--- config.mk ---
export PLATFORM = sky130hd
export DESIGN_NAME = mem_request_unit
export DESIGN_NICKNAME = d
export VERILOG_FILES = /design/src/common/mem_request_pkg.sv /design/src/fifo/sram_1r1w.sv /design/src/fifo/sync_fifo.sv /design/src/source/load_align.sv /design/src/source/mem_request_unit.sv /design/src/source/request_sequencer.sv /design/src/source/store_align.sv
export SDC_FILE = /design/constraint.sdc
export NUM_CORES = 1
export LEC_CHECK = 0
export BUFFER_PORTS_ARGS = -buffer_cell sky130_fd_sc_hd__buf_2
export CAP_MARGIN = 20
export CORE_ASPECT_RATIO = 1.75
export CORE_MARGIN = 1.5
export CORE_UTILIZATION = 54
export DETAILED_ROUTE_END_ITERATION = 8
export PLACE_DENSITY = 0.8
export REMOVE_ABC_BUFFERS = 1
export SLEW_MARGIN = 10
export SYNTH_ARGS = -nofsm -noshare
export SYNTH_HDL_FRONTEND = slang
export SYNTH_SLANG_ARGS = --single-unit
--- constraint.sdc ---
create_clock -name clk -period 6.14 [get_ports clk]
set_clock_uncertainty 0.15 [all_clocks]
set_input_delay 0.921 -clock clk [delete_from_list [all_inputs] [get_ports clk]]
set_output_delay 0.921 -clock clk [all_outputs]
set_load 0.01 [all_outputs]
--- src/common/mem_request_pkg.sv ---
// Word and tag widths, access size encoding, request and load result structs

package mem_request_pkg;

	// Data path and byte address width
	localparam int word_width = 32;

	// Tag carried by a request and echoed with its load result
	localparam int tag_width = 4;

	// Access size, the address must be aligned to it
	typedef enum logic [1:0]
	{
		size_byte = 2'd0,
		size_half = 2'd1,
		size_word = 2'd2
	} access_size_t;

	// One core request as held in the request queue
	typedef struct packed
	{
		logic is_store;
		access_size_t size;
		// Loads only, sign extends a byte or halfword
		logic sign_extend;
		logic [word_width - 1:0] address;
		logic [word_width - 1:0] store_data;
		logic [tag_width - 1:0] tag;
	} mem_request_t;

	// Aligned load value with its tag, as held in the response queue
	typedef struct packed
	{
		logic [word_width - 1:0] data;
		logic [tag_width - 1:0] tag;
	} load_result_t;

endpackage

--- src/fifo/sram_1r1w.sv ---
// Single read port, single write port memory array with write to read forwarding

`timescale 1ns/1ps

module sram_1r1w
	#(parameter type entry_t = logic [31:0],
	parameter SIZE = 4)

	(input clk,
	input [$clog2(SIZE) - 1:0] rd_addr_i,
	output entry_t rd_data_o,
	input [$clog2(SIZE) - 1:0] wr_addr_i,
	input wr_enable_i,
	input entry_t wr_data_i);

	// Storage, one entry per location
	entry_t data[SIZE];

	// Write port
	always_ff @(posedge clk)
	begin
		if (wr_enable_i)
			data[wr_addr_i] <= wr_data_i;
	end

	// Registered read port
	// A same cycle write to the read location bypasses the array
	always_ff @(posedge clk)
	begin
		if (wr_enable_i && wr_addr_i == rd_addr_i)
			rd_data_o <= wr_data_i;
		else
			rd_data_o <= data[rd_addr_i];
	end

endmodule

--- src/fifo/sync_fifo.sv ---
// Synchronous FIFO with flush, full/empty and almost-full/almost-empty flags, typed payload

`timescale 1ns/1ps

module sync_fifo
	#(parameter type payload_t = logic [31:0],
	parameter NUM_ENTRIES = 4,
	parameter ALMOST_FULL_THRESHOLD = 1,
	parameter ALMOST_EMPTY_THRESHOLD = 1)

	(input clk,
	input reset,
	input flush_i,
	output logic full_o,
	output logic almost_full_o,
	input enqueue_i,
	input payload_t value_i,
	output logic empty_o,
	output logic almost_empty_o,
	input dequeue_i,
	output payload_t value_o);

	localparam ADDR_WIDTH = $clog2(NUM_ENTRIES);

	// Pointer and count constants, sized to the registers they meet
	localparam logic [ADDR_WIDTH - 1:0] LAST_INDEX = ADDR_WIDTH'(NUM_ENTRIES - 1);
	localparam logic [ADDR_WIDTH:0] FULL_COUNT = (ADDR_WIDTH + 1)'(NUM_ENTRIES);
	localparam logic [ADDR_WIDTH:0] AF_RISE_COUNT =
		(ADDR_WIDTH + 1)'(NUM_ENTRIES - ALMOST_FULL_THRESHOLD - 1);
	localparam logic [ADDR_WIDTH:0] AF_FALL_COUNT =
		(ADDR_WIDTH + 1)'(NUM_ENTRIES - ALMOST_FULL_THRESHOLD);
	localparam logic [ADDR_WIDTH:0] AE_FALL_COUNT = (ADDR_WIDTH + 1)'(ALMOST_EMPTY_THRESHOLD);
	localparam logic [ADDR_WIDTH:0] AE_RISE_COUNT =
		(ADDR_WIDTH + 1)'(ALMOST_EMPTY_THRESHOLD + 1);

	logic [ADDR_WIDTH - 1:0] head_ff;
	logic [ADDR_WIDTH - 1:0] head_nxt;
	logic [ADDR_WIDTH - 1:0] tail_ff;
	logic [ADDR_WIDTH - 1:0] tail_nxt;
	logic [ADDR_WIDTH:0] count_ff;
	logic [ADDR_WIDTH:0] count_nxt;
	logic almost_full_nxt;
	logic almost_empty_nxt;

	// Read at the next head so the output always shows the head entry
	sram_1r1w #(.entry_t(payload_t), .SIZE(NUM_ENTRIES)) fifo_data(
		.clk(clk),
		.rd_addr_i(head_nxt),
		.rd_data_o(value_o),
		.wr_addr_i(tail_ff),
		.wr_enable_i(enqueue_i),
		.wr_data_i(value_i));

	always_comb
	begin
		if (flush_i)
		begin
			// Drop everything, back to the empty state
			head_nxt = '0;
			tail_nxt = '0;
			count_nxt = '0;
			almost_full_nxt = 1'b0;
			almost_empty_nxt = 1'b1;
		end
		else
		begin
			head_nxt = head_ff;
			tail_nxt = tail_ff;
			count_nxt = count_ff;
			almost_full_nxt = almost_full_o;
			almost_empty_nxt = almost_empty_o;

			// Pointers wrap at the last entry
			if (enqueue_i)
			begin
				if (tail_ff == LAST_INDEX)
					tail_nxt = '0;
				else
					tail_nxt = tail_ff + 1'b1;
			end

			if (dequeue_i)
			begin
				if (head_ff == LAST_INDEX)
					head_nxt = '0;
				else
					head_nxt = head_ff + 1'b1;
			end

			// Almost flags only change when the count crosses a threshold
			if (enqueue_i && !dequeue_i)
			begin
				count_nxt = count_ff + 1'b1;
				if (count_ff == AF_RISE_COUNT)
					almost_full_nxt = 1'b1;

				if (count_ff == AE_FALL_COUNT)
					almost_empty_nxt = 1'b0;
			end
			else if (dequeue_i && !enqueue_i)
			begin
				count_nxt = count_ff - 1'b1;
				if (count_ff == AF_FALL_COUNT)
					almost_full_nxt = 1'b0;

				if (count_ff == AE_RISE_COUNT)
					almost_empty_nxt = 1'b1;
			end
		end
	end

	always_ff @(posedge clk or posedge reset)
	begin
		if (reset)
		begin
			head_ff <= '0;
			tail_ff <= '0;
			count_ff <= '0;
			full_o <= 1'b0;
			almost_full_o <= 1'b0;
			empty_o <= 1'b1;
			almost_empty_o <= 1'b1;
		end
		else
		begin
			head_ff <= head_nxt;
			tail_ff <= tail_nxt;
			count_ff <= count_nxt;
			// Flags registered from the next count
			full_o <= count_nxt == FULL_COUNT;
			almost_full_o <= almost_full_nxt;
			empty_o <= count_nxt == '0;
			almost_empty_o <= almost_empty_nxt;
		end
	end

endmodule

--- src/source/load_align.sv ---
// Load aligner, selects the addressed byte or halfword lane and extends it

`timescale 1ns/1ps

module load_align
	(input [mem_request_pkg::word_width - 1:0] read_data_i,
	input mem_request_pkg::access_size_t size_i,
	input sign_extend_i,
	input [1:0] offset_i,
	output logic [mem_request_pkg::word_width - 1:0] data_o);

	logic [7:0] byte_lane;
	logic [15:0] half_lane;

	// Little-endian lanes, byte 0 in the low bits
	always_comb
	begin
		case (offset_i)
			2'd0: byte_lane = read_data_i[7:0];
			2'd1: byte_lane = read_data_i[15:8];
			2'd2: byte_lane = read_data_i[23:16];
			default: byte_lane = read_data_i[31:24];
		endcase
	end

	// Halfword alignment only looks at address bit 1
	assign half_lane = offset_i[1] ? read_data_i[31:16] : read_data_i[15:0];

	always_comb
	begin
		case (size_i)
			mem_request_pkg::size_byte:
			begin
				if (sign_extend_i)
					data_o = {{24{byte_lane[7]}}, byte_lane};
				else
					data_o = {24'd0, byte_lane};
			end

			mem_request_pkg::size_half:
			begin
				if (sign_extend_i)
					data_o = {{16{half_lane[15]}}, half_lane};
				else
					data_o = {16'd0, half_lane};
			end

			default:
				data_o = read_data_i;
		endcase
	end

endmodule

--- src/source/mem_request_unit.sv ---
// Memory request unit top, request and response queues, sequencer and aligners

`timescale 1ns/1ps

module mem_request_unit
	#(parameter REQ_DEPTH = 8,
	parameter RESP_DEPTH = 4,
	parameter REQ_ALMOST_FULL_THRESHOLD = 2,
	parameter ALMOST_EMPTY_THRESHOLD = 1)

	(input clk,
	input reset,
	input flush_i,
	input req_enqueue_i,
	input req_is_store_i,
	input mem_request_pkg::access_size_t req_size_i,
	input req_sign_extend_i,
	input [mem_request_pkg::word_width - 1:0] req_address_i,
	input [mem_request_pkg::word_width - 1:0] req_store_data_i,
	input [mem_request_pkg::tag_width - 1:0] req_tag_i,
	output logic req_almost_full_o,
	input resp_dequeue_i,
	output logic resp_empty_o,
	output logic [mem_request_pkg::word_width - 1:0] resp_data_o,
	output logic [mem_request_pkg::tag_width - 1:0] resp_tag_o,
	output logic mem_read_o,
	output logic mem_write_o,
	output logic [mem_request_pkg::word_width - 1:0] mem_address_o,
	output logic [mem_request_pkg::word_width - 1:0] mem_write_data_o,
	output logic [3:0] mem_byte_enable_o,
	input mem_ack_i,
	input [mem_request_pkg::word_width - 1:0] mem_read_data_i);

	mem_request_pkg::mem_request_t req_in;
	mem_request_pkg::mem_request_t req_head;
	mem_request_pkg::load_result_t resp_in;
	mem_request_pkg::load_result_t resp_head;
	mem_request_pkg::access_size_t pend_size;
	logic req_empty;
	logic req_dequeue;
	logic resp_full;
	logic resp_enqueue;
	logic pend_sign_extend;
	logic [1:0] pend_offset;
	logic [mem_request_pkg::tag_width - 1:0] pend_tag;
	logic [mem_request_pkg::word_width - 1:0] load_data;

	// Core request fields into one queue entry
	assign req_in = '{is_store: req_is_store_i, size: req_size_i,
		sign_extend: req_sign_extend_i, address: req_address_i,
		store_data: req_store_data_i, tag: req_tag_i};

	sync_fifo #(.payload_t(mem_request_pkg::mem_request_t), .NUM_ENTRIES(REQ_DEPTH),
		.ALMOST_FULL_THRESHOLD(REQ_ALMOST_FULL_THRESHOLD),
		.ALMOST_EMPTY_THRESHOLD(ALMOST_EMPTY_THRESHOLD)) request_fifo(
		.clk(clk), .reset(reset), .flush_i(flush_i),
		.full_o(), .almost_full_o(req_almost_full_o),
		.enqueue_i(req_enqueue_i), .value_i(req_in),
		.empty_o(req_empty), .almost_empty_o(),
		.dequeue_i(req_dequeue), .value_o(req_head));

	request_sequencer sequencer(
		.clk(clk), .reset(reset), .flush_i(flush_i),
		.req_empty_i(req_empty), .req_dequeue_o(req_dequeue), .req_head_i(req_head),
		.resp_full_i(resp_full), .resp_enqueue_o(resp_enqueue),
		.mem_read_o(mem_read_o), .mem_write_o(mem_write_o), .mem_ack_i(mem_ack_i),
		.pend_size_o(pend_size), .pend_sign_extend_o(pend_sign_extend),
		.pend_offset_o(pend_offset), .pend_tag_o(pend_tag));

	// Address and store lanes come straight from the queue head
	store_align store_aligner(
		.request_i(req_head), .word_address_o(mem_address_o),
		.write_data_o(mem_write_data_o), .byte_enable_o(mem_byte_enable_o));

	load_align load_aligner(
		.read_data_i(mem_read_data_i), .size_i(pend_size),
		.sign_extend_i(pend_sign_extend), .offset_i(pend_offset), .data_o(load_data));

	assign resp_in = '{data: load_data, tag: pend_tag};

	sync_fifo #(.payload_t(mem_request_pkg::load_result_t), .NUM_ENTRIES(RESP_DEPTH),
		.ALMOST_FULL_THRESHOLD(1), .ALMOST_EMPTY_THRESHOLD(ALMOST_EMPTY_THRESHOLD))
		response_fifo(
		.clk(clk), .reset(reset), .flush_i(flush_i),
		.full_o(resp_full), .almost_full_o(),
		.enqueue_i(resp_enqueue), .value_i(resp_in),
		.empty_o(resp_empty_o), .almost_empty_o(),
		.dequeue_i(resp_dequeue_i), .value_o(resp_head));

	assign resp_data_o = resp_head.data;
	assign resp_tag_o = resp_head.tag;

endmodule

--- src/source/request_sequencer.sv ---
// Request sequencer FSM, issues queued requests to memory and routes acknowledges

`timescale 1ns/1ps

module request_sequencer
	(input clk,
	input reset,
	input flush_i,
	input req_empty_i,
	output logic req_dequeue_o,
	input mem_request_pkg::mem_request_t req_head_i,
	input resp_full_i,
	output logic resp_enqueue_o,
	output logic mem_read_o,
	output logic mem_write_o,
	input mem_ack_i,
	output mem_request_pkg::access_size_t pend_size_o,
	output logic pend_sign_extend_o,
	output logic [1:0] pend_offset_o,
	output logic [mem_request_pkg::tag_width - 1:0] pend_tag_o);

	// Idle, access in flight, access in flight whose result is discarded
	typedef enum logic [1:0]
	{
		state_idle = 2'd0,
		state_wait = 2'd1,
		state_wait_cancel = 2'd2
	} seq_state_t;

	seq_state_t state_ff;
	seq_state_t state_nxt;
	logic issue;
	logic pend_is_store;

	// Issue only with a request ready and room for its result
	// No issue in a flush cycle, the head is about to be discarded
	assign issue = state_ff == state_idle && !req_empty_i && !resp_full_i && !flush_i;

	// Issue pops the request and strobes memory in the same cycle
	assign req_dequeue_o = issue;
	assign mem_read_o = issue && !req_head_i.is_store;
	assign mem_write_o = issue && req_head_i.is_store;

	// Load result pushed on the acknowledge cycle
	// Stores and cancelled accesses produce nothing
	assign resp_enqueue_o = state_ff == state_wait && mem_ack_i && !pend_is_store && !flush_i;

	always_comb
	begin
		state_nxt = state_ff;
		case (state_ff)
			state_idle:
			begin
				if (issue)
					state_nxt = state_wait;
			end

			state_wait:
			begin
				// Acknowledge wins over a flush in the same cycle
				if (mem_ack_i)
					state_nxt = state_idle;
				else if (flush_i)
					state_nxt = state_wait_cancel;
			end

			state_wait_cancel:
			begin
				// Swallow the late acknowledge
				if (mem_ack_i)
					state_nxt = state_idle;
			end

			default:
				state_nxt = state_idle;
		endcase
	end

	always_ff @(posedge clk or posedge reset)
	begin
		if (reset)
			state_ff <= state_idle;
		else
			state_ff <= state_nxt;
	end

	// Fields of the issued access needed when its data returns
	always_ff @(posedge clk)
	begin
		if (issue)
		begin
			pend_is_store <= req_head_i.is_store;
			pend_size_o <= req_head_i.size;
			pend_sign_extend_o <= req_head_i.sign_extend;
			pend_offset_o <= req_head_i.address[1:0];
			pend_tag_o <= req_head_i.tag;
		end
	end

endmodule

--- src/source/store_align.sv ---
// Store aligner, word address, lane replicated write data and byte enables

`timescale 1ns/1ps

module store_align
	(input mem_request_pkg::mem_request_t request_i,
	output logic [mem_request_pkg::word_width - 1:0] word_address_o,
	output logic [mem_request_pkg::word_width - 1:0] write_data_o,
	output logic [3:0] byte_enable_o);

	// Memory is word addressed
	assign word_address_o = {2'b00, request_i.address[mem_request_pkg::word_width - 1:2]};

	always_comb
	begin
		case (request_i.size)
			mem_request_pkg::size_byte:
			begin
				// Same byte in every lane, enable picks the addressed one
				write_data_o = {4{request_i.store_data[7:0]}};
				byte_enable_o = 4'b0001 << request_i.address[1:0];
			end

			mem_request_pkg::size_half:
			begin
				// Halfword in both halves
				write_data_o = {2{request_i.store_data[15:0]}};
				byte_enable_o = request_i.address[1] ? 4'b1100 : 4'b0011;
			end

			default:
			begin
				write_data_o = request_i.store_data;
				byte_enable_o = 4'b1111;
			end
		endcase
	end

endmodule

==> flow_summary_export.csv <==
group,metric,value,unit
cts,postCtsHoldBufs,0,
cts,insertion_delay,0.60,ns
timing,tightest_slew,1.03,ns
layout,drive_above_1_share,36.3,%
setup_path,critical_path.cell_chain,"mux4_2, mux2i_4, nand2_2, mux2_2, buf_2",
setup_path,worstPathArrival,3.80,ns
cts,tritoncts,"yes",
power,p_per_area,371,mW/mm^2
drt,drc,0,
yosys,yosys_most_used_dff,"edfxtp_1",
setup_path,path_max_fanout,34,
yosys,synth_edf_count,730,
worst_hold_path,hold_start,"sequencer.pend_tag_o[1]",
cts,h-tree-depth,3,
layout,layout_commonest_cell,"edfxtp_1",
cts,postCtsResizedCells,0,
placement,portBuffers,215,
power,p_sw,3.23,mW
timing,setup_viol,0,
cts,clk_pin_slew,0.06,ns
yosys,synthCells,1423,
setup_path,crit_path_max_incr_delay,0.79,ns
timing,timing.final.ws_setup,1.27,ns
die,die_w,181,um
drt,first_iter_violations,1199,
drt,dr.pass1.iters,5,
grt,track_usage,21.7,%
setup_path,worstSetupStartpointType,"flip-flop",
die,pin_count,218,
yosys,synth-seq-area-share,75.7,%
grt,overflow,0,
grt,antenna_found_initial,13,
die,rows,113,
power,power_frac_comb,18.5,%
timing,hold_viol_final,0,
setup_path,worst-path-buf-inv,1,
die,die_h,314,um
power,seqPwrFrac,48.3,%
job,drv_cap,0,
power,swShare,25.8,%
layout,area.growth.synth_to_final,13.1,%
grt,grt_pass1_vias,15073,
yosys,synth_top_area_share,73.4,%
cts,clockBufferDepth,3,
status,status,"finished, final reports clean",
power,p_int,9.30,mW
placement,dp_hpwl,35500,um
setup_path,cp.required,5.07,ns
drt,wirelength,61000,um
timing,finalCritPeriodShare,79.3,%
timing,finalCriticalPeriod,4.87,ns
timing,fmax,205,MHz
layout,final_nets,1749,
setup_path,critPathKind,"reg -> out",
worst_hold_path,worstHoldPathCells,0,
drt,vias,14346,
yosys,synth_area_leaders,"edfxtp_1, mux4_2, mux2_2",
layout,layout_common_cells,"edfxtp_1, buf_2, mux4_2, nand2_1, clkbuf_16",
timing,rsz0062_at_grt,"false",
power,ir_worst_vdd,0.000405,V
drt,postRouteAntennaNets,0,
drt,viasPerCell,6.05,
power,leakage,11.1,nW
timing,maxSlewHeadroom,31.4,%
setup_path,crit_path_end_kind,"primary output",
power,total_power,12.5,mW
power,pwr-share-clk,33.2,%
worst_hold_path,min_to,"response_fifo.fifo_data.data[1][1]",
yosys,synthArstFlopShare,3.03,%
die,core-area,0.0544,mm^2
yosys,synth_area,0.0299,mm^2
setup_path,rrSetupSlack,3.21,ns
setup_path,slowest_stage,"dfxtp_4",
cts,cts_buffers,66,
die,start_util,54.9,%
placement,place_ws,1.78,ns
setup_path,r2r_end,"sequencer.pend_offset_o[1]",
yosys,synth_area_leader_cell,"edfxtp_1",
grt,grt_pass1_wl,91100,um
cts,cts_root_buffer,"clkbuf_16",
drt,wire_per_inst,25.7,um
timing,finalMaxSlewViolations,0,
setup_path,reg2reg_depth,3,
cts,cts_setup_buffers,0,
placement,gp_congestion,0.821,
yosys,synth_cell_type_count,47,
yosys,yosysWarnings,0,
yosys,synth_seq_cells,758,
setup_path,cp_top_family,"multiplexers",
die,die-area,0.0568,mm^2
grt,grt_max_degree,71,
yosys,synth_area_per_cell,21.0,um^2
cts,clock-sinks,758,
worst_hold_path,holdCritPathClass,"reg -> reg",
layer usage:
| layer | track usage, % | routed length, um |
|---|---|---|
| met4 | 9.43 | 1840 |
| met2 | 38.8 | 33200 |
| met1 | 25.4 | 21600 |
| met5 | 0 | 40 |
| met3 | 4.42 | 4270 |
registers in the layout, indices dropped and copies added (netlist names), 2 cells and up, named ones only:
| signal | count |
|---|---|
| request_fifo.count_ff | 4 |
| request_fifo.fifo_data.data | 576 |
| request_fifo.head_ff | 3 |
| request_fifo.tail_ff | 3 |
| response_fifo.count_ff | 3 |
| response_fifo.fifo_data.data | 144 |
| response_fifo.head_ff | 2 |
| response_fifo.tail_ff | 2 |
| sequencer.pend_offset_o | 2 |
| sequencer.pend_size_o | 2 |
| sequencer.pend_tag_o | 4 |
| sequencer.state_ff | 2 |
how the worst max path moves through the flow:
stage | startpoint | to | cells after the start
2_1_floorplan | flip-flop | mem_write_data_o[10] | 4
3_3_place_gp | flip-flop | mem_write_data_o[13] | 5
3_5_place_dp | flip-flop | mem_write_data_o[13] | 5
4_1_cts | flip-flop | mem_write_data_o[13] | 5
5_1_grt | flip-flop | mem_write_data_o[29] | 6
6_report | flip-flop | mem_write_data_o[13] | 5
power by group through the flow:
stage / combinational, mW / sequential (mW) / clock (mW)
2_1_floorplan: 1.60 / 6.30 / 0
3_3_place_gp: 2.28 / 6.15 / 0
3_5_place_dp: 2.34 / 6.17 / 0
4_1_cts: 2.35 / 6.05 / 4.25
5_1_grt: 2.50 / 6.07 / 4.42
6_report: 2.31 / 6.05 / 4.16
worst reg2reg max path: cells and delay by family (launching register included):
kind                   cells  cell delay (ns)
flip-flops                 1             0.79
multiplexers               2             0.93
buffers and inverters      1             0.78
Yosys cell counts (4+ instances only):
cell type,number
a211oi_1,11
a21oi_1,22
a221o_1,9
a22oi_1,5
and2_1,6
and3_1,5
buf_1,5
buf_2,19
buf_4,45
clkbuf_1,39
dfrtp_1,21
dfxtp_1,5
edfxtp_1,730
ha_1,15
inv_1,14
mux2_2,62
mux2i_1,30
mux4_2,180
nand2_1,76
nand2b_1,12
nor2_1,34
nor2b_1,14
nor3_1,11
o21ai_0,19
xnor2_1,4
cell type report:
cell class	instances	area [um^2]
Fill cell	3599	20700
Antenna cell	7	17.5
Sequential cell	758	22600
Tap cell	690	863
Multi-Input combinational cell	541	6680
Clock inverter	43	465
Clock buffer	77	1710
Timing Repair Buffer	243	1360
Inverter	14	52.6
kinds of logic after synthesis:
group / synth area share (%)
AO/OA/AOI/OAI: 1.69
multiplexers: 16.9
other: 0.0126
XOR/XNOR: 0.117
flip-flops: 75.7
buffers and inverters: 2.29
AND/OR/NAND/NOR: 2.64
adder cells (fa/ha/maj): 0.629
through the flow:
step	cells	hold slack (ns)	util (%)	instance area, um^2	setup TNS [ns]
global placement	2243	0.329	57.9	31500	0
CTS	2363	0.323	61.9	33700	0
finish	2373	0.352	62.0	33800	0
detailed placement	2243	0.340	57.9	31500	0
floorplan	1313	0.309	-	29200	-254.80
global route	2372	0.358	62.0	33800	0
No activity file was read; power rests on OpenSTA's default activity.
